[src/common/audio_ctrl_pkg.sv]
// audio control package
// widths, payload types, key indices and pitch presets for the panel controller
`default_nettype none

package audio_ctrl_pkg;

    // audio sample
    localparam int SAMPLE_W = 16;
    typedef logic [SAMPLE_W-1:0] sample_t;

    // pitch word for the voice-change engine
    localparam int FREQ_W = 10;
    typedef logic [FREQ_W-1:0] freq_t;

    // one bit per front-panel key
    localparam int KEY_N = 7;
    typedef logic [KEY_N-1:0] key_vec_t;

    // one-hot codebook select, recognition class
    typedef logic [3:0] lbg_sel_t;
    typedef logic [3:0] vq_class_t;

    // voice-change key map
    localparam int KEY_MODE      = 0;
    localparam int KEY_MALE      = 1;
    localparam int KEY_FEMALE    = 2;
    localparam int KEY_CHILD     = 3;
    localparam int KEY_DEEP      = 4;
    localparam int KEY_SET_UP    = 5;
    localparam int KEY_ORIG_DOWN = 6;

    // recognition key map, same physical keys
    localparam int VQ_KEY_START = 0;
    localparam int VQ_KEY_STOP  = 1;
    localparam int VQ_KEY_TRAIN = 2;
    localparam int VQ_KEY_IDENT = 3;
    localparam int VQ_KEY_LBG2  = 4;
    localparam int VQ_KEY_LBG3  = 5;
    localparam int VQ_KEY_LBG4  = 6;

    // pitch presets
    localparam freq_t F_RESET = 10'd160;
    localparam freq_t F_LOW   = 10'd160;
    localparam freq_t F_MID   = 10'd240;
    localparam freq_t F_HIGH  = 10'd400;
    localparam freq_t F_DEEP  = 10'd90;
    localparam freq_t F_STEP  = 10'd10;

endpackage

`default_nettype wire

[src/common/vq_cmd_if.sv]
// recognition command bundle
// panel side drives the strobes and codebook select, engine side reads them
`timescale 1ns/100ps
`default_nettype none

interface vq_cmd_if;

    // one-cycle command strobes
    logic start;
    logic stop;
    logic train_start;
    logic identify_start;
    // held codebook select, one-hot
    audio_ctrl_pkg::lbg_sel_t lbg_sel;

    modport panel (
        output start, stop, train_start, identify_start, lbg_sel
    );

    modport engine (
        input start, stop, train_start, identify_start, lbg_sel
    );

endinterface

`default_nettype wire

[src/logic/key_pulse.sv]
// key debouncer
// synchronizes seven keys, filters bounce and pulses once per press
`timescale 1ns/100ps
`default_nettype none

module key_pulse #(
    parameter int DEBOUNCE_CYCLES = 4
) (
    input  logic                     hdmi_tx_pix_clk,
    input  logic                     key_rstn,
    input  audio_ctrl_pkg::key_vec_t keys,
    output audio_ctrl_pkg::key_vec_t key_evt
);

    localparam int CNT_W = $clog2(DEBOUNCE_CYCLES + 1);
    localparam logic [CNT_W-1:0] CNT_LAST = CNT_W'(DEBOUNCE_CYCLES - 1);

    audio_ctrl_pkg::key_vec_t key_meta;
    audio_ctrl_pkg::key_vec_t key_sync;
    // filtered key level
    audio_ctrl_pkg::key_vec_t key_level;
    logic [CNT_W-1:0] stable_cnt [audio_ctrl_pkg::KEY_N];

    // two-flop synchronizer, keys are asynchronous to the pixel clock
    always_ff @(posedge hdmi_tx_pix_clk or negedge key_rstn) begin
        if (!key_rstn) begin
            key_meta <= '0;
            key_sync <= '0;
        end else begin
            key_meta <= keys;
            key_sync <= key_meta;
        end
    end

    always_ff @(posedge hdmi_tx_pix_clk or negedge key_rstn) begin
        if (!key_rstn) begin
            key_level <= '0;
            key_evt   <= '0;
            for (int k = 0; k < audio_ctrl_pkg::KEY_N; k++) begin
                stable_cnt[k] <= '0;
            end
        end else begin
            for (int k = 0; k < audio_ctrl_pkg::KEY_N; k++) begin
                key_evt[k] <= 1'b0;
                if (key_sync[k] == key_level[k]) begin
                    // no change pending, restart the window
                    stable_cnt[k] <= '0;
                end else if (stable_cnt[k] == CNT_LAST) begin
                    stable_cnt[k] <= '0;
                    key_level[k]  <= key_sync[k];
                    // rising edge of the filtered level, release is silent
                    key_evt[k]    <= key_sync[k] & ~key_level[k];
                end else begin
                    stable_cnt[k] <= stable_cnt[k] + 1'b1;
                end
            end
        end
    end

    // a press never yields a pulse wider than one cycle
    a_evt_single: assert property (
        @(posedge hdmi_tx_pix_clk) disable iff (!key_rstn)
        (key_evt & $past(key_evt)) == '0
    );

endmodule

`default_nettype wire

[src/logic/codec_power_up.sv]
// codec power-up delay
// keeps the codecs in reset until the PLL has stayed locked long enough
`timescale 1ns/100ps
`default_nettype none

module codec_power_up #(
    parameter int POWER_UP_CYCLES = 327680
) (
    input  logic hdmi_tx_pix_clk,
    input  logic key_rstn,
    input  logic pll_locked,
    output logic codec_rstn
);

    localparam int CNT_W = $clog2(POWER_UP_CYCLES + 1);
    localparam logic [CNT_W-1:0] CNT_DONE = CNT_W'(POWER_UP_CYCLES);

    logic [CNT_W-1:0] lock_cnt;

    // saturating lock counter, restarts on any loss of lock
    always_ff @(posedge hdmi_tx_pix_clk or negedge key_rstn) begin
        if (!key_rstn) begin
            lock_cnt <= '0;
        end else if (!pll_locked) begin
            lock_cnt <= '0;
        end else if (lock_cnt != CNT_DONE) begin
            lock_cnt <= lock_cnt + 1'b1;
        end
    end

    // registered release, drops right after lock is lost
    always_ff @(posedge hdmi_tx_pix_clk or negedge key_rstn) begin
        if (!key_rstn) begin
            codec_rstn <= 1'b0;
        end else begin
            codec_rstn <= pll_locked && (lock_cnt == CNT_DONE);
        end
    end

endmodule

`default_nettype wire

[src/logic/voice_preset.sv]
// voice-change presets
// mode toggle plus the pitch words handed to the voice-change engine
`timescale 1ns/100ps
`default_nettype none

module voice_preset (
    input  logic                     hdmi_tx_pix_clk,
    input  logic                     key_rstn,
    input  audio_ctrl_pkg::key_vec_t key_evt,
    output logic                     change_en,
    output audio_ctrl_pkg::freq_t    f_set,
    output audio_ctrl_pkg::freq_t    f_original
);

    // mode key flips voice change on and off
    always_ff @(posedge hdmi_tx_pix_clk or negedge key_rstn) begin
        if (!key_rstn) begin
            change_en <= 1'b0;
        end else if (key_evt[audio_ctrl_pkg::KEY_MODE]) begin
            change_en <= ~change_en;
        end
    end

    // presets only while voice change is on
    // later checks override earlier ones so the higher key wins
    always_ff @(posedge hdmi_tx_pix_clk or negedge key_rstn) begin
        if (!key_rstn) begin
            f_set      <= audio_ctrl_pkg::F_RESET;
            f_original <= audio_ctrl_pkg::F_RESET;
        end else if (change_en) begin
            // male voice
            if (key_evt[audio_ctrl_pkg::KEY_MALE]) begin
                f_set      <= audio_ctrl_pkg::F_LOW;
                f_original <= audio_ctrl_pkg::F_MID;
            end
            // female voice
            if (key_evt[audio_ctrl_pkg::KEY_FEMALE]) begin
                f_set      <= audio_ctrl_pkg::F_MID;
                f_original <= audio_ctrl_pkg::F_LOW;
            end
            // child voice
            if (key_evt[audio_ctrl_pkg::KEY_CHILD]) begin
                f_set      <= audio_ctrl_pkg::F_HIGH;
                f_original <= audio_ctrl_pkg::F_LOW;
            end
            // deep voice
            if (key_evt[audio_ctrl_pkg::KEY_DEEP]) begin
                f_set      <= audio_ctrl_pkg::F_DEEP;
                f_original <= audio_ctrl_pkg::F_MID;
            end
            // fine steps, 10-bit wrap is intended
            if (key_evt[audio_ctrl_pkg::KEY_SET_UP]) begin
                f_set <= f_set + audio_ctrl_pkg::F_STEP;
            end
            if (key_evt[audio_ctrl_pkg::KEY_ORIG_DOWN]) begin
                f_original <= f_original - audio_ctrl_pkg::F_STEP;
            end
        end
    end

endmodule

`default_nettype wire

[src/vq_panel/vq_panel.sv]
// speaker recognition panel
// command strobes, codebook select and busy/result LEDs for the MFCC/VQ engine
`timescale 1ns/100ps
`default_nettype none

module vq_panel (
    input  logic                      hdmi_tx_pix_clk,
    input  logic                      key_rstn,
    input  audio_ctrl_pkg::key_vec_t  key_evt,
    input  logic                      train_done,
    input  logic                      ident_done,
    input  audio_ctrl_pkg::vq_class_t vq_result,
    vq_cmd_if.panel                   cmd,
    output logic [5:0]                led
);

    logic                      train_busy;
    logic                      ident_busy;
    // last result from the engine
    audio_ctrl_pkg::vq_class_t result_q;

    // command strobes, one cycle behind the key pulse
    always_ff @(posedge hdmi_tx_pix_clk or negedge key_rstn) begin
        if (!key_rstn) begin
            cmd.start          <= 1'b0;
            cmd.stop           <= 1'b0;
            cmd.train_start    <= 1'b0;
            cmd.identify_start <= 1'b0;
        end else begin
            cmd.start          <= key_evt[audio_ctrl_pkg::VQ_KEY_START];
            cmd.stop           <= key_evt[audio_ctrl_pkg::VQ_KEY_STOP];
            cmd.train_start    <= key_evt[audio_ctrl_pkg::VQ_KEY_TRAIN];
            cmd.identify_start <= key_evt[audio_ctrl_pkg::VQ_KEY_IDENT];
        end
    end

    // codebook select, first codebook after reset
    // higher key wins on a tie
    always_ff @(posedge hdmi_tx_pix_clk or negedge key_rstn) begin
        if (!key_rstn) begin
            cmd.lbg_sel <= 4'b0001;
        end else begin
            if (key_evt[audio_ctrl_pkg::VQ_KEY_LBG2]) begin
                cmd.lbg_sel <= 4'b0010;
            end
            if (key_evt[audio_ctrl_pkg::VQ_KEY_LBG3]) begin
                cmd.lbg_sel <= 4'b0100;
            end
            if (key_evt[audio_ctrl_pkg::VQ_KEY_LBG4]) begin
                cmd.lbg_sel <= 4'b1000;
            end
        end
    end

    // training busy
    // done strobe has priority over a new start
    always_ff @(posedge hdmi_tx_pix_clk or negedge key_rstn) begin
        if (!key_rstn) begin
            train_busy <= 1'b0;
        end else if (train_done) begin
            train_busy <= 1'b0;
        end else if (cmd.train_start) begin
            train_busy <= 1'b1;
        end
    end

    // identify busy, same scheme
    always_ff @(posedge hdmi_tx_pix_clk or negedge key_rstn) begin
        if (!key_rstn) begin
            ident_busy <= 1'b0;
        end else if (ident_done) begin
            ident_busy <= 1'b0;
        end else if (cmd.identify_start) begin
            ident_busy <= 1'b1;
        end
    end

    // result sampled on the done strobe, held until the next one
    always_ff @(posedge hdmi_tx_pix_clk or negedge key_rstn) begin
        if (!key_rstn) begin
            result_q <= '0;
        end else if (ident_done) begin
            result_q <= vq_result;
        end
    end

    // led 0 train, led 1 identify, leds 5..2 class
    assign led = {result_q, ident_busy, train_busy};

    // engine relies on exactly one codebook being selected
    a_lbg_onehot: assert property (
        @(posedge hdmi_tx_pix_clk) disable iff (!key_rstn)
        $onehot(cmd.lbg_sel)
    );

endmodule

`default_nettype wire

[src/logic/sample_route.sv]
// DAC sample routing
// picks raw or voice-changed audio and loads the left/right DAC words
`timescale 1ns/100ps
`default_nettype none

module sample_route (
    input  logic                    hdmi_tx_pix_clk,
    input  logic                    key_rstn,
    input  logic                    adc_init_done,
    input  logic                    dac_init_done,
    input  logic                    change_en,
    input  audio_ctrl_pkg::sample_t rx_sample,
    input  logic                    rx_l_vld,
    input  logic                    rx_r_vld,
    input  audio_ctrl_pkg::sample_t voice_sample,
    output audio_ctrl_pkg::sample_t ldata,
    output audio_ctrl_pkg::sample_t rdata
);

    audio_ctrl_pkg::sample_t sample_sel;
    logic                    codecs_ready;

    // processed voice while change mode is on
    assign sample_sel   = change_en ? voice_sample : rx_sample;
    assign codecs_ready = adc_init_done & dac_init_done;

    // mute until both codecs are configured
    always_ff @(posedge hdmi_tx_pix_clk or negedge key_rstn) begin
        if (!key_rstn) begin
            ldata <= '0;
            rdata <= '0;
        end else if (!codecs_ready) begin
            ldata <= '0;
            rdata <= '0;
        end else begin
            if (rx_l_vld) begin
                ldata <= sample_sel;
            end
            if (rx_r_vld) begin
                rdata <= sample_sel;
            end
        end
    end

    // receiver alternates channels, so both strobes never coincide
    a_vld_exclusive: assert property (
        @(posedge hdmi_tx_pix_clk) disable iff (!key_rstn)
        !(rx_l_vld && rx_r_vld)
    );

endmodule

`default_nettype wire

[src/logic/audio_ctrl_top.sv]
// front-panel and audio routing controller
// keys, codec power-up, voice presets, recognition panel and DAC routing
`timescale 1ns/100ps
`default_nettype none

module audio_ctrl_top #(
    parameter int DEBOUNCE_CYCLES = 500000,
    parameter int POWER_UP_CYCLES = 327680
) (
    input  logic                      hdmi_tx_pix_clk,
    input  logic                      key_rstn,
    input  audio_ctrl_pkg::key_vec_t  key_on,
    input  logic                      pll_locked,
    input  logic                      adc_init_done,
    input  logic                      dac_init_done,
    input  audio_ctrl_pkg::sample_t   rx_sample,
    input  logic                      rx_l_vld,
    input  logic                      rx_r_vld,
    input  audio_ctrl_pkg::sample_t   voice_sample,
    input  logic                      train_done,
    input  logic                      ident_done,
    input  audio_ctrl_pkg::vq_class_t vq_result,
    output logic                      codec_rstn,
    output logic                      change_en,
    output audio_ctrl_pkg::freq_t     f_set,
    output audio_ctrl_pkg::freq_t     f_original,
    output audio_ctrl_pkg::sample_t   ldata,
    output audio_ctrl_pkg::sample_t   rdata,
    output logic                      vq_start,
    output logic                      vq_stop,
    output logic                      vq_train_start,
    output logic                      vq_identify_start,
    output audio_ctrl_pkg::lbg_sel_t  vq_lbg_sel,
    output logic [5:0]                led
);

    // debounced key pulses, shared by both panels
    audio_ctrl_pkg::key_vec_t key_evt;

    vq_cmd_if u_vq_cmd ();

    key_pulse #(
        .DEBOUNCE_CYCLES (DEBOUNCE_CYCLES)
    ) u_key_pulse (
        .hdmi_tx_pix_clk (hdmi_tx_pix_clk),
        .key_rstn        (key_rstn),
        .keys            (key_on),
        .key_evt         (key_evt)
    );

    codec_power_up #(
        .POWER_UP_CYCLES (POWER_UP_CYCLES)
    ) u_codec_power_up (
        .hdmi_tx_pix_clk (hdmi_tx_pix_clk),
        .key_rstn        (key_rstn),
        .pll_locked      (pll_locked),
        .codec_rstn      (codec_rstn)
    );

    voice_preset u_voice_preset (
        .hdmi_tx_pix_clk (hdmi_tx_pix_clk),
        .key_rstn        (key_rstn),
        .key_evt         (key_evt),
        .change_en       (change_en),
        .f_set           (f_set),
        .f_original      (f_original)
    );

    vq_panel u_vq_panel (
        .hdmi_tx_pix_clk (hdmi_tx_pix_clk),
        .key_rstn        (key_rstn),
        .key_evt         (key_evt),
        .train_done      (train_done),
        .ident_done      (ident_done),
        .vq_result       (vq_result),
        .cmd             (u_vq_cmd.panel),
        .led             (led)
    );

    sample_route u_sample_route (
        .hdmi_tx_pix_clk (hdmi_tx_pix_clk),
        .key_rstn        (key_rstn),
        .adc_init_done   (adc_init_done),
        .dac_init_done   (dac_init_done),
        .change_en       (change_en),
        .rx_sample       (rx_sample),
        .rx_l_vld        (rx_l_vld),
        .rx_r_vld        (rx_r_vld),
        .voice_sample    (voice_sample),
        .ldata           (ldata),
        .rdata           (rdata)
    );

    // recognition commands out to the external engine
    assign vq_start          = u_vq_cmd.start;
    assign vq_stop           = u_vq_cmd.stop;
    assign vq_train_start    = u_vq_cmd.train_start;
    assign vq_identify_start = u_vq_cmd.identify_start;
    assign vq_lbg_sel        = u_vq_cmd.lbg_sel;

endmodule

`default_nettype wire

[config.mk]
export PLATFORM = sky130hd
export DESIGN_NAME = audio_ctrl_top
export DESIGN_NICKNAME = d
export VERILOG_FILES = /design/src/common/audio_ctrl_pkg.sv /design/src/common/vq_cmd_if.sv /design/src/logic/key_pulse.sv /design/src/logic/codec_power_up.sv /design/src/logic/voice_preset.sv /design/src/vq_panel/vq_panel.sv /design/src/logic/sample_route.sv /design/src/logic/audio_ctrl_top.sv
export SDC_FILE = /design/constraint.sdc
export NUM_CORES = 1
export LEC_CHECK = 0
export ABC_AREA = 1
export BUFFER_PORTS_ARGS = -buffer_cell sky130_fd_sc_hd__buf_2
export CORE_MARGIN = 2
export CORE_UTILIZATION = 65
export DETAILED_ROUTE_END_ITERATION = 8
export PLACE_DENSITY = 0.82
export SLEW_MARGIN = 0
export SYNTH_ARGS = -nofsm -noshare
export SYNTH_HDL_FRONTEND = slang
export SYNTH_HIERARCHICAL = 1
export SYNTH_SLANG_ARGS = --single-unit
[constraint.sdc]
create_clock -name hdmi_tx_pix_clk -period 3.08 [get_ports hdmi_tx_pix_clk]
set_clock_uncertainty 0.15 [all_clocks]
set_input_delay 0.462 -clock hdmi_tx_pix_clk [delete_from_list [all_inputs] [get_ports hdmi_tx_pix_clk]]
set_output_delay 0.462 -clock hdmi_tx_pix_clk [all_outputs]
set_load 0.1 [all_outputs]
==> metrics.txt, run 1 <==
status finished, final reports clean; postcts setup bufs 0; number of synthesized register bits 246; R2R Setup Slk 1340 ps; Synth Flop Type dfrtp_1; first-pass GRT wire length between 50,000 and 60,000 µm; R2R cell count 5; crit-path cells buf_2; vias per cell around 5.3; Boundary Pins 120; Clock Path Buffers 3; Post-synth top cells nand2_1 (432), nor2_1 (394), dfrtp_1 (241); routed len/inst roughly 13 µm; Worst Hold End u_vq_panel/result_q[3]; top cells by area, synth dfrtp_1 (45%), nand2_1 (12%), nor2_1 (11%), nand3_1 (6.3%), inv_1 (5.9%); PortBufs around 120; Peak supply drop 611.9 µV; min cycle time layout roughly 2300 ps; Worst Setup Path Type reg -> out; HPWL after detailed placement roughly 21,000 µm; worst path buffer plus inverter count 1; final net count 1,982; die area around 22,000 µm²; final hold vios 0; Worst Path Max Fanout 11; Lkg Pwr roughly 7.3 nW; hold_sp ident_done; fmax 430.4 MHz; final std cells w/o fill 2,201; Post-DRT Antenna Nets 0; RSZ-0062 raised after global routing no; RD Place Congestion 0.9041; count leader, synth nand2_1; sequential share of the synthesized area 0.4641; Crit. End Element output pin; Post-CTS Resized 0; fillers 1,557; synth unique cells 43; Initial Util 0.6583; dpl cells 2,140; setup TNS 0 ps; slew margin rel. 0.5531; final worst slack 756.8 ps; vias in the first global route 11,001; diode count 0; CTS H-Tree Depth 1; layout cells sized above 1 0.1227; drt first pass iters 5; top cell type by total area after synthesis dfrtp_1; Detailed Route WL 29,640 µm; Max-cap violations 0; initial antenna violation count 0; Place WS around 1300 ps; WP data required approximately 2500 ps; Worst Max-Slew Pin Slew 670.4 ps; part of the cycle the worst path needs 0.7543; number of synthesized flops with an enable pin 0; dpl cell area 14,030 µm²; Power Total about 7.0 mW; Worst-Skew Late Latency roughly 530 ps; Multi-input gate area 6073 µm²; CP top delay family flip-flops; Placeable Area 20,170 µm²; Slew Viols, Final 0; Mapped Cells about 1,800; Final Util 0.7462; Crit path largest cell delay ~650 ps; type of the tightest min-delay check in -> reg; DR iter-0 viols 809; CP Data Arrival Time 1710 ps; clk slew on worst S/H paths 60 ps; CP startpoint kind flip-flop; Syn Std Cell Area 13,280 µm²; FF-to-FF Start u_key_pulse/key_sync[2]; largest net degree at the start of global routing approximately 90; Area Growth Syn to Fin 13.34%; Mean Syn Cell Area approximately 7.5 µm²; die width 146.9 µm; die height roughly 150 µm; Hold Path Cell Cnt 2; Pwr per Cell Area 462.5 nW/µm²; r2r endpoint u_key_pulse/key_level[2]; Synth Warn # 6; total CTS buffers 27; FF+latch area 6162 µm²; CP max stage cell dfrtp_1; global route total overflow 0; Final Instance Area 15,050 µm²; CP startpoint u_voice_preset/change_en; num rows 52; DRC errors left 0; CTS tree yes; routed vias 11,771; ys async rst share 1.000; Yosys top cell area share 0.4542; final setup vio count 0; Hold WS approximately 64 ps; CTS sink cnt 246; root buf cell clkbuf_16; Total Routing Usage GR 0.2761
-- where the power goes --
part           switching [mW]  internal (mW)
clock                    1.24           1.95
combinational           0.344          0.106
sequential             0.0350           3.29
-- layout make-up --
type | count | area share
Sequential cell | 246 | 0.4095
Timing Repair Buffer | 135 | 0.05238
Inverter | 211 | 0.05296
Tap cell | 270 | 0.02245
Clock buffer | 41 | 0.05304
Clock inverter | 7 | 0.006152
Multi-Input combinational cell | 1291 | 0.4036
-- sequential cells by signal, summed over array words and instances, names as in the netlist, 4 cells and up --
register                   cells
u_vq_panel/cmd.lbg_sel         4
u_sample_route/rdata          16
u_sample_route/ldata          16
u_key_pulse/key_level          7
u_voice_preset/f_original      9
u_key_pulse/key_evt            7
u_voice_preset/f_set           9
u_key_pulse/key_sync           7
u_codec_power_up/lock_cnt     19
u_key_pulse/key_meta           7
u_vq_panel/result_q            4
u_key_pulse/stable_cnt       133
-- per-layer routing --
metal | global-route usage | share of wire
met4 | 0.06971 | 0.020
met1 | 0.3653 | 0.43
met5 | 0 | 0
met3 | 0.04286 | 0.065
met2 | 0.4817 | 0.49
-- logic make-up (layout without fill, tap and decap cells) --
logic type | count (synthesis) | in the layout | synth area share
XOR/XNOR | 62 | 62 | 0.04090
AO/OA/AOI/OAI | 93 | 93 | 0.03826
buffers and inverters | 245 | 394 | 0.07878
AND/OR/NAND/NOR | 1116 | 1116 | 0.3607
adder cells (fa/ha/maj) | 18 | 18 | 0.01696
other | 1 | 2 | 0.0002824
flip-flops | 246 | 246 | 0.4641
-- repair_timing --
| item | in CTS | in global routing |
|---|---|---|
| endpoints found under the setup margin | 0 | 0 |
| hold buffers | 13 | 0 |
| hold endpoints to repair | 93 | 0 |
-- worst max-delay path by stage --
| stage | end | cells after the start |
|---|---|---|
| 3_5_place_dp | change_en | 1 |
| 2_1_floorplan | u_voice_preset/f_original[9] | 10 |
| 5_1_grt | change_en | 1 |
| 6_report | change_en | 1 |
| 3_3_place_gp | change_en | 1 |
| 4_1_cts | change_en | 1 |
-- placed cells by master (no fill, tap or decap), types with 19 or more instances in the layout --
cell | Yosys | layout
a21oi_1 | 36 | 36
buf_2 | 14 | 116
clkbuf_16 | 0 | 27
dfrtp_1 | 241 | 241
inv_1 | 207 | 207
nand2_1 | 432 | 432
nand2_2 | 22 | 22
nand3_1 | 168 | 168
nand4_1 | 25 | 25
nor2_1 | 394 | 394
nor2_2 | 24 | 24
nor3_1 | 19 | 19
o21ai_0 | 28 | 28
xor2_1 | 44 | 44
No activity file was read; power rests on OpenSTA's default activity.
==> inputs of run 2 (changes only) <==
Settings changed: CORE_UTILIZATION 65 to 60, PLACE_DENSITY 0.82 to 0.76.
Clock period 3.08 ns to 2.4 ns, I/O delays scaled along.
==> metrics.txt, run 2 (synthesized netlist as in run 1, its figures left out) <==
Boundary Pins 120 (unchanged); most common cell after layout, fill and taps aside nand2_1; CP top delay family flip-flops; Total Routing Usage GR 0.2572 (-0.01890); final setup vio count 0 (unchanged); slew margin rel. 0.5648 (+0.01173); Worst Setup Path Type reg -> out; PortBufs 117 (unchanged); RSZ-0062 raised after global routing no; global route total overflow 0 (unchanged); CTS H-Tree Depth 1 (unchanged); type of the tightest min-delay check in -> reg; Worst Path Max Fanout 7 (-4); layout cells sized above 1 0.1259 (+0.003169); CTS sink cnt 246 (unchanged); CP Data Arrival Time 1580 ps (-130 ps); vias per cell 5.202 (-2.7%); largest net degree at the start of global routing 66 (-25%); initial antenna violation count 0 (unchanged); Area Growth Syn to Fin 14.64%; first-pass GRT wire length 51,040 µm (+1.9%); worst path buffer plus inverter count 1 (unchanged); CP max stage cell dfstp_2; Placeable Area 21,760 µm² (+7.9%); root buf cell clkbuf_16; Crit. End Element output pin; die height 152.8 µm (+4.0%); routed vias 11,537 (-2.0%); routed len/inst 13.30 µm (-1.3%); part of the cycle the worst path needs 0.8688; RD Place Congestion 0.9178 (+1.5%); DR iter-0 viols 768 (-5.1%); CP startpoint kind flip-flop; Max-cap violations 0 (unchanged); vias in the first global route 10,995 (-0.055%); Initial Util 0.6103 (-0.04801); status finished, final reports clean; final net count 1,989 (+0.35%); WL met3 1604 µm (-16%); min cycle time layout 2085 ps; num rows 54 (+3.8%); DRC errors left 0 (unchanged); fillers 1,783 (+15%); total CTS buffers 27 (unchanged); Clock Path Buffers 3 (unchanged); Peak supply drop 924.6 µV (+51%); Lkg Pwr 7.404 nW (+0.87%); clk slew on worst S/H paths 60 ps (about the same); DR WL met2 14,310 µm (-1.2%); Pwr per Cell Area 602.0 nW/µm² (+30%); crit-path cells buf_2; max reg flops 133 (unchanged); top layer in use met4; fmax 479.6 MHz; Post-DRT Antenna Nets 0 (unchanged); die area 23,340 µm² (+8.1%); diode count 0 (unchanged); setup TNS 0 ps (unchanged); WP data required 1890 ps (-580 ps); drt first pass iters 5 (unchanged); commonest non-fill, non-tap cells in the layout nand2_1 (432), nor2_1 (394), dfrtp_1 (241), inv_1 (207), nand3_1 (168); CTS tree yes; Slew Viols, Final 0 (unchanged); Worst-Skew Late Latency 530 ps (about the same); HPWL after detailed placement 21,670 µm (+1.3%); Worst Max-Slew Pin Slew 652.8 ps (-17.60 ps); final hold vios 0 (unchanged); Detailed Route WL 29,490 µm (-0.51%); Power Total 9.164 mW (+32%); Largest regs u_key_pulse/stable_cnt (133), u_codec_power_up/lock_cnt (19); die width 152.8 µm (+4.0%); Post-CTS Resized 0 (unchanged); length of routed wiring on met1 13,000 µm (+2.8%); Crit path largest cell delay 580 ps (-70 ps); Biggest register u_key_pulse/stable_cnt
-- run 2: cell type report --
class	instances	area, µm²	share of cell area
timing repair buffer	142	903.4	0.05935
multi-input combinational	1291	6073	0.3990
clock buffer	32	714.4	0.04693
clock inverter	16	221.5	0.01455
sequential	246	6162	0.4048
tap	280	350.3	0.02301
inverter	211	797.0	0.05236
-- run 2: path summary, 6_finish.rpt --
path	endpoint	startpoint	cells past startpoint	slack (ps)
max	f_set[5]	u_voice_preset/f_set[5]	1	310
min	u_sample_route/rdata[15]	rx_sample[15]	5	30
max reg2reg	u_codec_power_up/lock_cnt[14]	u_codec_power_up/lock_cnt[0]	8	700
min reg2reg	u_key_pulse/key_sync[3]	u_key_pulse/key_meta[3]	0	200
max in group asynchronous	u_codec_power_up/lock_cnt[13]	key_rstn	3	1200
min in group asynchronous	u_sample_route/ldata[3]	key_rstn	2	220
-- run 2: worst reg2reg max path, cell delays in order, from the launching register on --
cell	delay, ps
dfrtp_1	450
ha_1	260
nand3_1	140
nor2_2	210
nand2_1	100
nor2_1	130
nand2_1	60
nand2_1	60
nor2_1	40
-- run 2: stage by stage --
step	std cells	util	instance area, µm²	hold WS, ps	setup WS, ps
4_1_cts	2218	0.6997	15220	8.840	284.7
5_1_grt	2218	0.6997	15220	32.34	262.8
3_5_place_dp	2153	0.6488	14120	189.4	739.5
6_report	2218	0.6997	15220	29.29	314.8
3_3_place_gp	2153	0.6488	14120	181.1	794.9
2_1_floorplan	1782	-	13280	-85.59	360.7
-- run 2: per-layer routing --
layer,global-route usage,vias up
li1,-,5822
met1,0.3456,5329
met2,0.4448,338
met3,0.03555,48
met4,0.06305,0
met5,0,-
-- run 2: repair_timing --
| item | in CTS | in global routing |
|---|---|---|
| hold buffers | 17 | 0 |
| endpoints found under the hold margin | 76 | 0 |
| buffers inserted | 0 | 0 |
-- run 2: report_power, final --
part / switching, mW / total, mW / internal [mW]
Combinational: 0.445 / 0.593 / 0.148
Clock: 1.65 / 4.31 / 2.66
Sequential: 0.0437 / 4.26 / 4.22
